--- config.mk ---
export PLATFORM = sky130hd
export DESIGN_NAME = ppu_lcd_status_flat
export DESIGN_NICKNAME = d
export VERILOG_FILES = /design/src/rtl/ppu_pkg.sv /design/src/rtl/ppu_line_if.sv /design/src/rtl/ppu_lcd_status.sv /design/src/flat_wrapper.sv
export SDC_FILE = /design/constraint.sdc
export NUM_CORES = 1
export LEC_CHECK = 0
export BUFFER_PORTS_ARGS = -buffer_cell sky130_fd_sc_hd__buf_2
export CAP_MARGIN = 20
export CORE_AREA = 2 2 39 41
export DETAILED_ROUTE_END_ITERATION = 16
export DIE_AREA = 0 0 41 43
export GPL_TIMING_DRIVEN = 0
export PLACE_DENSITY = 0.65
export REMOVE_ABC_BUFFERS = 1
export SYNTH_ARGS = -nofsm -noshare
export SYNTH_HDL_FRONTEND = slang
export SYNTH_SLANG_ARGS = --single-unit
--- constraint.sdc ---
create_clock -name clk -period 1.8 [get_ports clk]
set_input_delay 0.36 -clock clk [delete_from_list [all_inputs] [get_ports clk]]
set_output_delay 0.36 -clock clk [all_outputs]
set_load 0.01 [all_outputs]
--- src/rtl/ppu_pkg.sv ---
`default_nettype none

package ppu_pkg;

    ////////////////////////////////////////
    // Types
    ////////////////////////////////////////
    typedef logic [15:0] cpu_addr_t;
    typedef logic [7:0]  byte_t;
    typedef logic [12:0] vram_addr_t;
    typedef logic [1:0]  color_t;    // Color index or shade

    typedef enum logic [1:0] {
        HBLANK     = 2'd0,
        VBLANK     = 2'd1,
        OAM_SEARCH = 2'd2,
        PIX_TRANS  = 2'd3
    } ppu_mode_e;

    // Each fetch stage is an address cycle (A) and a data cycle (B)
    typedef enum logic [3:0] {
        IDLE, TILE_ID_A, TILE_ID_B, DATA0_A, DATA0_B, DATA1_A, DATA1_B, WAIT_A, WAIT_B
    } fetch_state_e;

    ////////////////////////////////////////
    // Register map
    ////////////////////////////////////////
    localparam cpu_addr_t ADDR_LCDC = 16'hFF40;
    localparam cpu_addr_t ADDR_STAT = 16'hFF41;
    localparam cpu_addr_t ADDR_SCY  = 16'hFF42;
    localparam cpu_addr_t ADDR_SCX  = 16'hFF43;
    localparam cpu_addr_t ADDR_LY   = 16'hFF44;
    localparam cpu_addr_t ADDR_LYC  = 16'hFF45;
    localparam cpu_addr_t ADDR_BGP  = 16'hFF47;

    localparam cpu_addr_t VRAM_BASE = 16'h8000;
    localparam cpu_addr_t VRAM_LAST = 16'h9FFF;

    localparam vram_addr_t MAP_BASE_LO  = 13'h1800;   // 9800
    localparam vram_addr_t MAP_BASE_HI  = 13'h1C00;   // 9C00
    localparam vram_addr_t TILE_BASE_LO = 13'h0800;   // 8800, signed tile numbers
    localparam vram_addr_t TILE_BASE_HI = 13'h0000;   // 8000, unsigned

    ////////////////////////////////////////
    // Line and frame timing
    ////////////////////////////////////////
    localparam int H_TOTAL_DEF = 456;
    localparam int V_TOTAL_DEF = 154;
    localparam int V_ACTIVE    = 144;
    localparam int H_PIXELS    = 160;
    localparam int OAM_CYCLES  = 80;
    localparam int H_FRONT     = 76;
    localparam int H_SYNC      = 4;
    localparam int V_BACK      = 9;
    localparam int V_SYNC      = 1;

    localparam byte_t BGP_RESET = 8'hFC;

endpackage

`default_nettype wire
--- src/rtl/ppu_line_if.sv ---
`timescale 1ns/100ps
`default_nettype none

// Line position from the video timing
interface ppu_line_if;
    ppu_pkg::byte_t ly;
    logic           in_vblank;
    logic           oam_phase;
    logic           draw_start;  // One cycle at h count OAM_CYCLES

    modport timing (
        output ly, in_vblank, oam_phase, draw_start
    );

    modport fetcher (
        input draw_start, ly
    );

    modport status (
        input ly, in_vblank, oam_phase
    );
endinterface

`default_nettype wire

--- src/rtl/ppu_lcd_status.sv ---
`timescale 1ns/100ps
`default_nettype none

module ppu_lcd_status (
    input  wire logic           clk,
    input  wire logic           rst,
    input  wire logic           lcd_en,
    ppu_line_if.status          line,
    input  wire logic           drawing,
    input  wire logic [3:0]     stat_enables,   // STAT bits 6 to 3
    input  wire ppu_pkg::byte_t lyc,
    input  wire logic           vblank_ack,
    input  wire logic           stat_ack,
    output ppu_pkg::ppu_mode_e  mode,
    output logic                coincidence,
    output logic                vblank_req,
    output logic                stat_req
);

    ppu_pkg::ppu_mode_e next_mode;
    logic               entering;
    logic               lyc_hit;
    logic               vblank_set;
    logic               stat_set;

    always_comb begin
        if (!lcd_en || line.in_vblank)
            next_mode = ppu_pkg::VBLANK;
        else if (line.oam_phase)
            next_mode = ppu_pkg::OAM_SEARCH;
        else if (drawing)
            next_mode = ppu_pkg::PIX_TRANS;
        else
            next_mode = ppu_pkg::HBLANK;
    end

    assign entering   = next_mode != mode;
    assign lyc_hit    = line.ly == lyc;
    assign vblank_set = entering && (next_mode == ppu_pkg::VBLANK);

    // STAT sources, each on its rising condition only
    assign stat_set = (stat_enables[3] && lyc_hit && !coincidence) ||
                      (entering && stat_enables[0] && next_mode == ppu_pkg::HBLANK) ||
                      (entering && stat_enables[1] && next_mode == ppu_pkg::VBLANK) ||
                      (entering && stat_enables[2] && next_mode == ppu_pkg::OAM_SEARCH);

    always_ff @(posedge clk) begin
        if (rst) begin
            mode        <= ppu_pkg::VBLANK;
            coincidence <= 1'b0;
            vblank_req  <= 1'b0;
            stat_req    <= 1'b0;
        end else begin
            mode        <= next_mode;
            coincidence <= lyc_hit;
            vblank_req  <= !vblank_ack && (vblank_req || vblank_set);   // Ack wins
            stat_req    <= !stat_ack && (stat_req || stat_set);
        end
    end

endmodule

`default_nettype wire

--- src/flat_wrapper.sv ---
// flat-port wrapper written by rule: the top's interface ports become plain ports
module ppu_lcd_status_flat 
  (clk, rst, lcd_en, drawing, stat_enables, lyc, vblank_ack, stat_ack, mode, coincidence, vblank_req, stat_req, line_ly, line_in_vblank, line_oam_phase);
  ppu_line_if line_i ();
  input  wire logic clk;
  input  wire logic rst;
  input  wire logic lcd_en;
  input  wire logic drawing;
  input  wire logic [3:0] stat_enables;
  input  wire ppu_pkg::byte_t lyc;
  input  wire logic vblank_ack;
  input  wire logic stat_ack;
  output ppu_pkg::ppu_mode_e mode;
  output logic coincidence;
  output logic vblank_req;
  output logic stat_req;
  input wire logic [$bits(line_i.ly)-1:0] line_ly;
  input wire logic [$bits(line_i.in_vblank)-1:0] line_in_vblank;
  input wire logic [$bits(line_i.oam_phase)-1:0] line_oam_phase;
  assign line_i.ly = line_ly;
  assign line_i.in_vblank = line_in_vblank;
  assign line_i.oam_phase = line_oam_phase;
  ppu_lcd_status u_core (.clk(clk), .rst(rst), .lcd_en(lcd_en), .line(line_i), .drawing(drawing), .stat_enables(stat_enables), .lyc(lyc), .vblank_ack(vblank_ack), .stat_ack(stat_ack), .mode(mode), .coincidence(coincidence), .vblank_req(vblank_req), .stat_req(stat_req));
endmodule
---- Word-level counts from Yosys, hierarchy flattened ----
Cells that the tools add are included.
cells by class
  shift-type cells ........................ 0
  div/mod/pow operators ................... 0
  magnitude comparators ................... 0
  $mul .................................... 0
  reduce and logical (&&, ||, !) cells .... 22
  equal/unequal tests ..................... 4
  multiplexer cells ....................... 3
  bitwise operators ....................... 0
  add/subtract/negate cells ............... 0
operators by type and width
  cell                                                              count
  1-bit logical AND                                                 11
  8-bit == test                                                     1
  1-bit logical OR                                                  6
  2-bit 2-to-1 mux                                                  3
  1-bit zero test                                                   4
  2-bit by 1-bit == test with 1-bit output (second input constant)  1
  2-bit == test (second input constant)                             1
  2-bit zero test                                                   1
  2-bit != test                                                     1
word-level totals
  logic and storage cells ................. 33
  memory bits (read-only) ................. 0
  output and inout bits ................... 5
  input bits .............................. 28
  RAM bits ................................ 0
  latch bits .............................. 0
  flip-flop bits (word level) ............. 5
  memories ................................ 0

---- Depth between registers and ports, before layout ----
Gate-level depths: netlist (run 1).
  word-level depth ........................ 11
  gate-level depth with buffers ........... 4
  gate-level depth less buffers ........... 4

---- Worst setup path after synthesis (run 1) ----
No wires, ideal clock.
  path kind ............................... input-to-reg
  start ................................... input port lyc[2]
  end ..................................... register u_core.stat_req
  path buffers ............................ 0
  path slack .............................. 0.573 ns
  stages .................................. 4
  setup time .............................. 0.091 ns
  arrival time ............................ 1.136 ns
  data required time ...................... 1.709 ns
  cells stage by stage .................... xor2_1 -> nor4_2 -> nand4b_1 -> a311oi_1
between the ends
  word-level cells in the longest chain between the ends .. 8
ends and longest elaborated chain
  item                             line                  text
  start: declaration               flat_wrapper.sv:10    input wire ppu_pkg::byte_t lyc;
  8-bit == test                    ppu_lcd_status.sv:38  assign lyc_hit = line.ly == lyc;
  1-bit logical AND (2 in series)  ppu_lcd_status.sv:42  assign stat_set = (stat_enables[3] && lyc_hit && !coincidence) ||
  1-bit logical OR                 ppu_lcd_status.sv:42
  1-bit logical OR                 ppu_lcd_status.sv:43  (entering && stat_enables[0] && next_mode == ppu_pkg::HBLANK) ||
  1-bit logical OR                 ppu_lcd_status.sv:44  (entering && stat_enables[1] && next_mode == ppu_pkg::VBLANK) ||
  1-bit logical OR                 ppu_lcd_status.sv:57  stat_req <= !stat_ack && (stat_req || stat_set);
  1-bit logical AND                ppu_lcd_status.sv:57
  end signal: assignment           ppu_lcd_status.sv:57
  end: declaration                 ppu_lcd_status.sv:17  output logic stat_req
Every way passes these cells.
A chain may end at the register's enable or synchronous reset.

---- Final worst setup path (run 1) ----
  start ................................... input port lyc[5]
  end ..................................... register u_core.stat_req
The elaborated chain is that of the path after synthesis.

==> results of run 1 <==
[cell families (layout without fill, tap and decap cells)]
group / Yosys count / in the layout / synth area share [%]
AO/OA/AOI/OAI: 7 / 7 / 12.91
XOR/XNOR: 8 / 8 / 20.67
buffers and inverters: 1 / 37 / 1.106
flip-flops: 5 / 5 / 29.52
AND/OR/NAND/NOR: 16 / 16 / 35.79
[layout make-up]
| cell class | count | area share, % |
|---|---|---|
| clock buffer | 4 | 4.817 |
| timing repair buffer | 32 | 29.36 |
| sequential | 5 | 18.35 |
| inverter | 1 | 0.6881 |
| multi-input combinational | 31 | 43.12 |
| tap | 16 | 3.670 |
[power by group]
group	switching, mW	leakage, nW	internal, mW
registers	0.00223	0.0407	0.114
logic	0.0359	0.212	0.0421
clock network	0.0476	0.0150	0.0839
total	0.0858	0.268	0.240
[sequential cells by signal, indices dropped and copies added (netlist names)]
register and count:
u_core.stat_req 1, u_core.mode 2, u_core.vblank_req 1, u_core.coincidence 1
[per-stage QoR]
step / cells / power (mW) / instance area (um2)
3_5_place_dp: 85 / 0.1974 / 519.2
3_3_place_gp: 85 / 0.1958 / 519.2
6_report: 89 / 0.3261 / 545.5
2_1_floorplan: 37 / 0.1553 / 339.1
4_1_cts: 89 / 0.3346 / 545.5
5_1_grt: 89 / 0.3520 / 545.5
[worst max-delay path: stages]
cell and delay, ns:
buf_2 0.10, xor2_1 0.17, nor4_4 0.30, nand4b_1 0.12, a311oi_1 0.26
[worst max-delay path by stage]
stage / from / endpoint / cells past startpoint
after global placement: lyc[2] / u_core.stat_req / 5
after detailed placement: lyc[5] / u_core.stat_req / 5
final: lyc[5] / u_core.stat_req / 5
after CTS: lyc[5] / u_core.stat_req / 5
after floorplan: lyc[2] / u_core.stat_req / 4
after global routing: lyc[5] / u_core.stat_req / 5
[layer usage]
metal / up-vias / share of wire (%) / wire (um) / track usage (%)
met1: 166 / 36 / 304 / 11.94
met4: 0 / 0 / 0 / 8.000
met3: 0 / 9.0 / 77 / 5.759
li1: 202 / - / - / -
met2: 15 / 55 / 470 / 20.00
met5: - / 0 / 0 / 0
[placed cells by master (no fill, tap or decap)]
cell type	synthesis	final
a21oi_1	2	2
a311oi_1	1	1
and2_0	1	1
buf_2	0	32
clkbuf_1	0	1
clkbuf_4	0	3
dfxtp_1	5	5
inv_1	1	1
nand2_1	2	2
nand2b_1	1	1
nand2b_4	1	1
nand3b_1	1	1
nand4b_1	1	1
nor2_1	3	3
nor2b_1	2	2
nor3_1	1	1
nor4_2	1	1
nor4_4	1	1
nor4b_1	1	1
o21a_1	1	1
o21ai_0	1	1
o22ai_1	2	2
xor2_1	8	8
==> results.sh, run 1 <==
export IMPL_io_pins=33
export IMPL_grt_ovfl_total=0
export IMPL_seq_area_um2=100.1
export IMPL_wire_per_inst_um=9.573
export IMPL_yosys_top_cells_area="dfxtp_1 (30%), xor2_1 (21%), nor4_4 (6.3%)"
export IMPL_worst_slew_pin_slew_ns=0.2564
export IMPL_leakage_nw=0.2678
export IMPL_setup_viol=0
export IMPL_yosysSeqAreaShare_pct=29.52
export IMPL_clock_skew_ns=0.005142
export IMPL_synthDominantCellAreaShare_pct=29.52
export IMPL_drc=0
export IMPL_synth_seq_cells=5
export IMPL_drt_wl_total_um=852
export IMPL_ant_nets=0
export IMPL_cts_buffers=3
export IMPL_syn_inst=37
export IMPL_regToRegEndpoint="u_core.stat_req"
export IMPL_hold_violations=0
export IMPL_drive_gt1_share_pct=52.05
export IMPL_num_vias=383
export IMPL_multiInputGateArea_um2=235.2
export IMPL_place_ws_ns=0.3610
export IMPL_netlist_top_cells_count="xor2_1 (8), dfxtp_1 (5), nor2_1 (3)"
export IMPL_core_area_um2=1384
export IMPL_cp_max_fo=2
export IMPL_dp_hpwl_um=743.9
export IMPL_grt_max_degree=6
export IMPL_area_delta_synth_final_pct=60.89
export IMPL_relSlewSlack_pct=82.66
export IMPL_worstSetupPathType="input pin to flop"
export IMPL_die_h_um=43
export IMPL_vias_per_cell=4.303
export IMPL_cts_root_buf="clkbuf_4"
export IMPL_antenna_found_initial=0
export IMPL_avgSynthCellArea_um2=9.164
export IMPL_cts_tree="built"
export IMPL_hold_path_end="u_core.stat_req"
export IMPL_cts_htree_levels=1
export IMPL_diodes=0
export IMPL_yosysTopAreaCell="dfxtp_1"
export IMPL_worstHoldPathType="input pin to flop"
export IMPL_cts_max_path_buffers=2
export IMPL_start_util_pct=24.50
export IMPL_worstPathArrival_ns=1.31
export IMPL_r2r_slack_ns=0.80
export IMPL_crit_path_end_kind="flop"
export IMPL_clock_sinks=5
export IMPL_cts_resized=0
export IMPL_power_density_nw_per_um2=597.7
export IMPL_port_buffers=32
export IMPL_first_global_vias=400
export IMPL_fin_crit_ns=1.157
export IMPL_cts_hold_buf=0
export IMPL_worst_setup_path_start_kind="input pin"
export IMPL_synth_ff_type="dfxtp_1"
export IMPL_min_delay_path_depth=2
export IMPL_reg2reg_depth=4
export IMPL_grtUsageTotal_pct=12.46
export IMPL_synth_edf_count=0
export IMPL_die_area_um2=1763
export IMPL_fillers=151
export IMPL_drt_iter0_drc=3
export IMPL_synth_cell_type_count=20
export IMPL_synth_cell_area_um2=339.1
export IMPL_fin_hold_ws_ns=0.2727
export IMPL_ir_drop_uv=231.4
export IMPL_drv_slew=0
export IMPL_timing_hold_worst_start="stat_ack"
export IMPL_async_reset_ff_share_pct=0
export IMPL_setup_ws_ns=0.6430
export IMPL_finalCritPeriodShare_pct=64.28
export IMPL_grt_pass1_wl_um=1442
export IMPL_clk_latency_ns=0.24
export IMPL_cap_violations=0
export IMPL_worstPathRequired_ns=1.95
export IMPL_globalplace_congestion=0.6933
export IMPL_cts_clk_slew_worst_paths_ns=0.05
export IMPL_final_nets=102
export IMPL_ys_warn_count=0
export IMPL_fin_util_pct=39.42
export IMPL_fp_row_count=14
export IMPL_status="finished clean"
export IMPL_post_cts_buffers=0
export IMPL_yosysMostFrequentCell="xor2_1"
export IMPL_first_pass_iters=2
export IMPL_worst_r2r_startpoint="u_core.mode[1]"
export IMPL_fin_setup_tns_ns=0
export IMPL_die_width_um=41
export IMPL_max_freq_mhz=864.3
export IMPL_rsz0062_at_grt="no"
Note: power is estimated with default switching activity, not from simulation.
==> run 2: changes to the inputs <==
- PLACE_DENSITY: 0.65 -> 0.67
- clock period: 1.8 -> 1 ns (I/O delays scaled with it)
==> run 2 against run 1 <==
The flow now finishes with violations (negative setup slack). Sequential share of layout area fell by 1.7 points. Critical path depth fell by 1. Global-route usage fell by 0.90 points. Cell count rose by 4.5%.
==> results.sh, run 2 (synthesized netlist as in run 1, its figures left out) <==
export IMPL_status="complete, but fails checks"
export IMPL_violations="negative setup slack"
export IMPL_max_freq_mhz=997.5
export IMPL_cts_max_path_buffers=2
export IMPL_ant_nets=0
export IMPL_largest_register_ffs=2
export IMPL_grt_max_degree=6
export IMPL_fp_row_count=14
export IMPL_leakage_nw=0.2985
export IMPL_clock_skew_ns=0.006102
export IMPL_cp_num_buf_inv=0
export IMPL_worstPathRequired_ns=1.15
export IMPL_clk_latency_ns=0.24
export IMPL_hold_violations=0
export IMPL_globalplace_congestion=0.6504
export IMPL_drt_wl_total_um=933
export IMPL_cts_buffers=3
export IMPL_critPathTopFamily="compound AO/OA/AOI/OAI gates"
export IMPL_final_design_area_no_fill_um2=616.8
export IMPL_grtUsageTotal_pct=11.56
export IMPL_crit_path_end_kind="flop"
export IMPL_largest_register="u_core.mode"
export IMPL_worstHoldPathType="input pin to flop"
export IMPL_antenna_found_initial=0
export IMPL_cts_root_buf="clkbuf_4"
export IMPL_final_nets=106
export IMPL_worstPathArrival_ns=1.15
export IMPL_setup_viol=1
export IMPL_cts_clk_slew_worst_paths_ns=0.05
export IMPL_power_density_nw_per_um2=1008
export IMPL_crit_slowest_cell="dfxtp_2"
export IMPL_finalCritPeriodShare_pct=100.3
export IMPL_first_pass_iters=2
export IMPL_clock_sinks=5
export IMPL_area_delta_synth_final_pct=81.92
export IMPL_core_area_um2=1384
export IMPL_cp_max_fo=2
export IMPL_cts_tree="built"
export IMPL_first_global_vias=369
export IMPL_cts_htree_levels=1
export IMPL_fillers=135
export IMPL_num_vias=405
export IMPL_fin_crit_ns=1.003
export IMPL_worstSetupPathType="flop to flop"
export IMPL_drc=0
export IMPL_relSlewSlack_pct=81.60
export IMPL_rsz0062_at_grt="yes"
export IMPL_port_buffers=32
export IMPL_drive_gt1_share_pct=61.04
export IMPL_ir_drop_uv=519.0
export IMPL_grt_ovfl_total=0
export IMPL_drt_iter0_drc=1
export IMPL_final_common_cell="buf_2"
export IMPL_start_util_pct=24.50
export IMPL_cpPeakStageDelay_ns=0.31
export IMPL_die_h_um=43
export IMPL_die_area_um2=1763
export IMPL_place_area_um2=519.2
export IMPL_worst_slew_pin_slew_ns=0.2750
export IMPL_worst_setup_path_start_kind="flop"
export IMPL_final_cell_mix="buf_2 (30), xor2_1 (7), buf_4 (4)"
export IMPL_setup_ws_ns=-0.002538
export IMPL_wire_per_inst_um=10.03
export IMPL_cap_violations=0
export IMPL_dp_hpwl_um=706.8
export IMPL_grt_pass1_wl_um=1393
export IMPL_crit_chain="nor2b_1, o22ai_2, a21oi_2, a311oi_1"
export IMPL_drv_slew=0
export IMPL_io_pins=33
export IMPL_diodes=0
export IMPL_fin_util_pct=44.57
export IMPL_vias_per_cell=4.355
export IMPL_die_width_um=41
==> run 2: final timing paths <==
path / start / to / slack (ns) / depth (start not counted)
hold / removal: vblank_ack / u_core.vblank_req / 0.11 / 2
setup / recovery: u_core.mode[1] / u_core.stat_req / -0.003 / 4
setup reg to reg: u_core.mode[1] / u_core.stat_req / -0.003 / 4
hold reg to reg: u_core.vblank_req / u_core.vblank_req / 0.52 / 2
==> run 2: cell type report <==
class,instances,area (um2),share of cell area (%)
flip-flops and latches,5,102.6,16.63
inverters,1,3.754,0.6085
well taps,16,20.02,3.245
clock buffers,4,26.28,4.260
repair buffers,36,202.7,32.86
multi-input cells,31,261.5,42.39
==> run 2: routing by layer <==
layer	global-route usage [%]	part of all wire (%)	up-vias
li1	-	-	209
met4	4.000	0	0
met1	14.52	37	178
met5	0	0	-
met2	18.13	55	18
met3	3.141	7.8	0
==> run 2: report_power, final <==
part           internal (mW)  switching [mW]  leakage, nW
clock network          0.151          0.0857       0.0150
registers              0.206         0.00367       0.0407
logic                 0.0939          0.0810        0.243
total                  0.451           0.170        0.299
==> run 2: through the flow <==
step                setup WS (ns)  cells  power (mW)  hold slack [ns]    TNS, ns
floorplan                -0.06710     37      0.2795           0.2716   -0.06710
global placement          -0.2258     85      0.3526           0.3662    -0.2258
detailed placement        -0.2588     85      0.3557           0.3657    -0.2646
CTS                     0.0007658     91      0.6059           0.1096          0
global route             -0.09196     93      0.6542           0.1291    -0.1443
finish                  -0.002538     93      0.6215           0.1145  -0.002538
==> run 2: timing repair <==
| item | CTS | global route |
|---|---|---|
| endpoints found under the hold margin | 0 | 0 |
| endpoints found under the setup margin | 1 | 1 |
| pin swaps | 5 | 6 |
| resized for setup | 2 | 6 |
| hold buffers | 0 | 0 |
| buffers inserted | 2 | 2 |
==> run 3: changes to the inputs <==
- RECOVER_POWER: not set -> 100
==> run 3 against run 2 <==
The flow still finishes with violations (negative setup slack). Power down 0.23%. Count of clock-buffer cells in the layout stayed put. Sequential power about the same. Cell count is the same. Wire length fell by 0.75%. Sequential share of layout area up 0.14 points. Critical path depth unchanged. Core utilization decreased by 0.36 points. Worst setup slack about the same. Die area unchanged. Largest power group unchanged. Highest routed layer unchanged.
==> results.sh, run 3 (synthesized netlist as in run 1, its figures left out) <==
export IMPL_place_ws_ns=-0.2588
export IMPL_status="complete, but fails checks"
export IMPL_drive_gt1_share_pct=55.84
export IMPL_clock_skew_ns=0.006288
export IMPL_fin_util_pct=44.21
export IMPL_worstHoldPathType="input pin to flop"
export IMPL_cp_num_buf_inv=0
export IMPL_setup_ws_ns=-0.002735
export IMPL_cp_max_fo=2
export IMPL_grt_pass1_wl_um=1393
export IMPL_leakage_nw=0.2828
export IMPL_worst_setup_path_start_kind="flop"
export IMPL_ir_drop_uv=519.2
export IMPL_crit_chain="nor2b_1, o22ai_2, a21oi_2, a311oi_1"
export IMPL_cts_buffers=3
export IMPL_diodes=0
export IMPL_cts_tree="built"
export IMPL_cts_max_path_buffers=2
export IMPL_drc=0
export IMPL_fin_crit_ns=1.003
export IMPL_critPathTopFamily="compound AO/OA/AOI/OAI gates"
export IMPL_cts_htree_levels=1
export IMPL_final_design_area_no_fill_um2=611.8
export IMPL_drt_wl_total_um=926
export IMPL_ant_nets=0
export IMPL_num_vias=408
export IMPL_cts_hold_buf=0
export IMPL_globalplace_congestion=0.6504
export IMPL_die_area_um2=1763
export IMPL_drv_slew=0
export IMPL_first_pass_iters=2
export IMPL_hold_violations=0
export IMPL_clock_sinks=5
export IMPL_relSlewSlack_pct=81.60
export IMPL_start_util_pct=24.50
export IMPL_dp_cells=85
export IMPL_cts_clk_slew_worst_paths_ns=0.05
export IMPL_clk_latency_ns=0.24
export IMPL_cts_root_buf="clkbuf_4"
export IMPL_fillers=137
export IMPL_place_area_um2=519.2
export IMPL_setup_viol=1
export IMPL_crit_slowest_cell="dfxtp_2"
export IMPL_grt_ovfl_total=0
export IMPL_io_pins=33
export IMPL_worstPathRequired_ns=1.15
export IMPL_final_cell_mix="buf_2 (26), xor2_1 (7), clkbuf_1 (5), buf_4 (4)"
export IMPL_cpPeakStageDelay_ns=0.31
export IMPL_core_area_um2=1384
export IMPL_die_width_um=41
export IMPL_worst_slew_pin_slew_ns=0.2750
export IMPL_final_nets=106
export IMPL_violations="negative setup slack"
export IMPL_largest_register="u_core.mode"
export IMPL_grt_max_degree=6
export IMPL_first_global_vias=369
export IMPL_largest_register_ffs=2
export IMPL_finalCritPeriodShare_pct=100.3
export IMPL_drt_iter0_drc=1
export IMPL_final_cells=93
export IMPL_cap_violations=0
export IMPL_worstPathArrival_ns=1.15
export IMPL_dp_hpwl_um=706.8
export IMPL_antenna_found_initial=0
export IMPL_port_buffers=32
export IMPL_grtUsageTotal_pct=11.56
export IMPL_vias_per_cell=4.387
export IMPL_wire_per_inst_um=9.957
export IMPL_area_delta_synth_final_pct=80.44
export IMPL_fp_row_count=14
export IMPL_worstSetupPathType="flop to flop"
export IMPL_power_density_nw_per_um2=1013
export IMPL_max_freq_mhz=997.3
export IMPL_rsz0062_at_grt="yes"
export IMPL_crit_path_end_kind="flop"
export IMPL_power_mw=0.6200
export IMPL_die_h_um=43
export IMPL_final_common_cell="buf_2"
## run 3: changes by cell type in the layout (fill, tap and decap cells not counted)
cell / previous run / this run
clkbuf_1: 1 / 5
buf_2: 30 / 26
## run 3: area by class of cell
cell class	instances	area [um2]	share of cell area [%]
inverters	1	3.754	0.6135
clock buffers	4	26.28	4.294
well taps	16	20.02	3.272
flip-flops and latches	5	102.6	16.77
repair buffers	36	197.7	32.31
multi-input cells	31	261.5	42.74
## run 3: final timing paths
| path | from | to | slack (ns) | cells after the start |
|---|---|---|---|---|
| min | vblank_ack | u_core.vblank_req | 0.11 | 2 |
| max reg2reg | u_core.mode[1] | u_core.stat_req | -0.003 | 4 |
| max | u_core.mode[1] | u_core.stat_req | -0.003 | 4 |
| min reg2reg | u_core.vblank_req | u_core.vblank_req | 0.52 | 2 |
## run 3: report_power, final
part	total (mW)	switching [mW]	leakage [nW]	internal, mW
clock	0.237	0.0854	0.0150	0.151
sequential	0.210	0.00374	0.0407	0.206
combinational	0.174	0.0810	0.227	0.0926
## run 3: layer usage
layer	global-route usage (%)	wire [um]
met1	14.52	341
met2	18.13	513
met3	3.141	72
met4	4.000	0
met5	0	0
## run 3: timing repair
item,in CTS,in global routing
setup buffers,2,2
gates resized for setup,2,6
setup endpoints to repair,1,1
pin swaps,5,6
## run 3: metrics by stage
step / TNS (ns) / hold WS [ns]
after floorplan: -0.06710 / 0.2716
after global placement: -0.2258 / 0.3662
after detailed placement: -0.2646 / 0.3657
after CTS: 0 / 0.1096
after global routing: -0.1443 / 0.1291
final: -0.002735 / 0.1145
## run 3: worst reg2reg max path, cell delays in order (launching register included)
cell and delay [ns]:
dfxtp_2 0.31, nor2b_1 0.13, o22ai_2 0.18, a21oi_2 0.07, a311oi_1 0.23
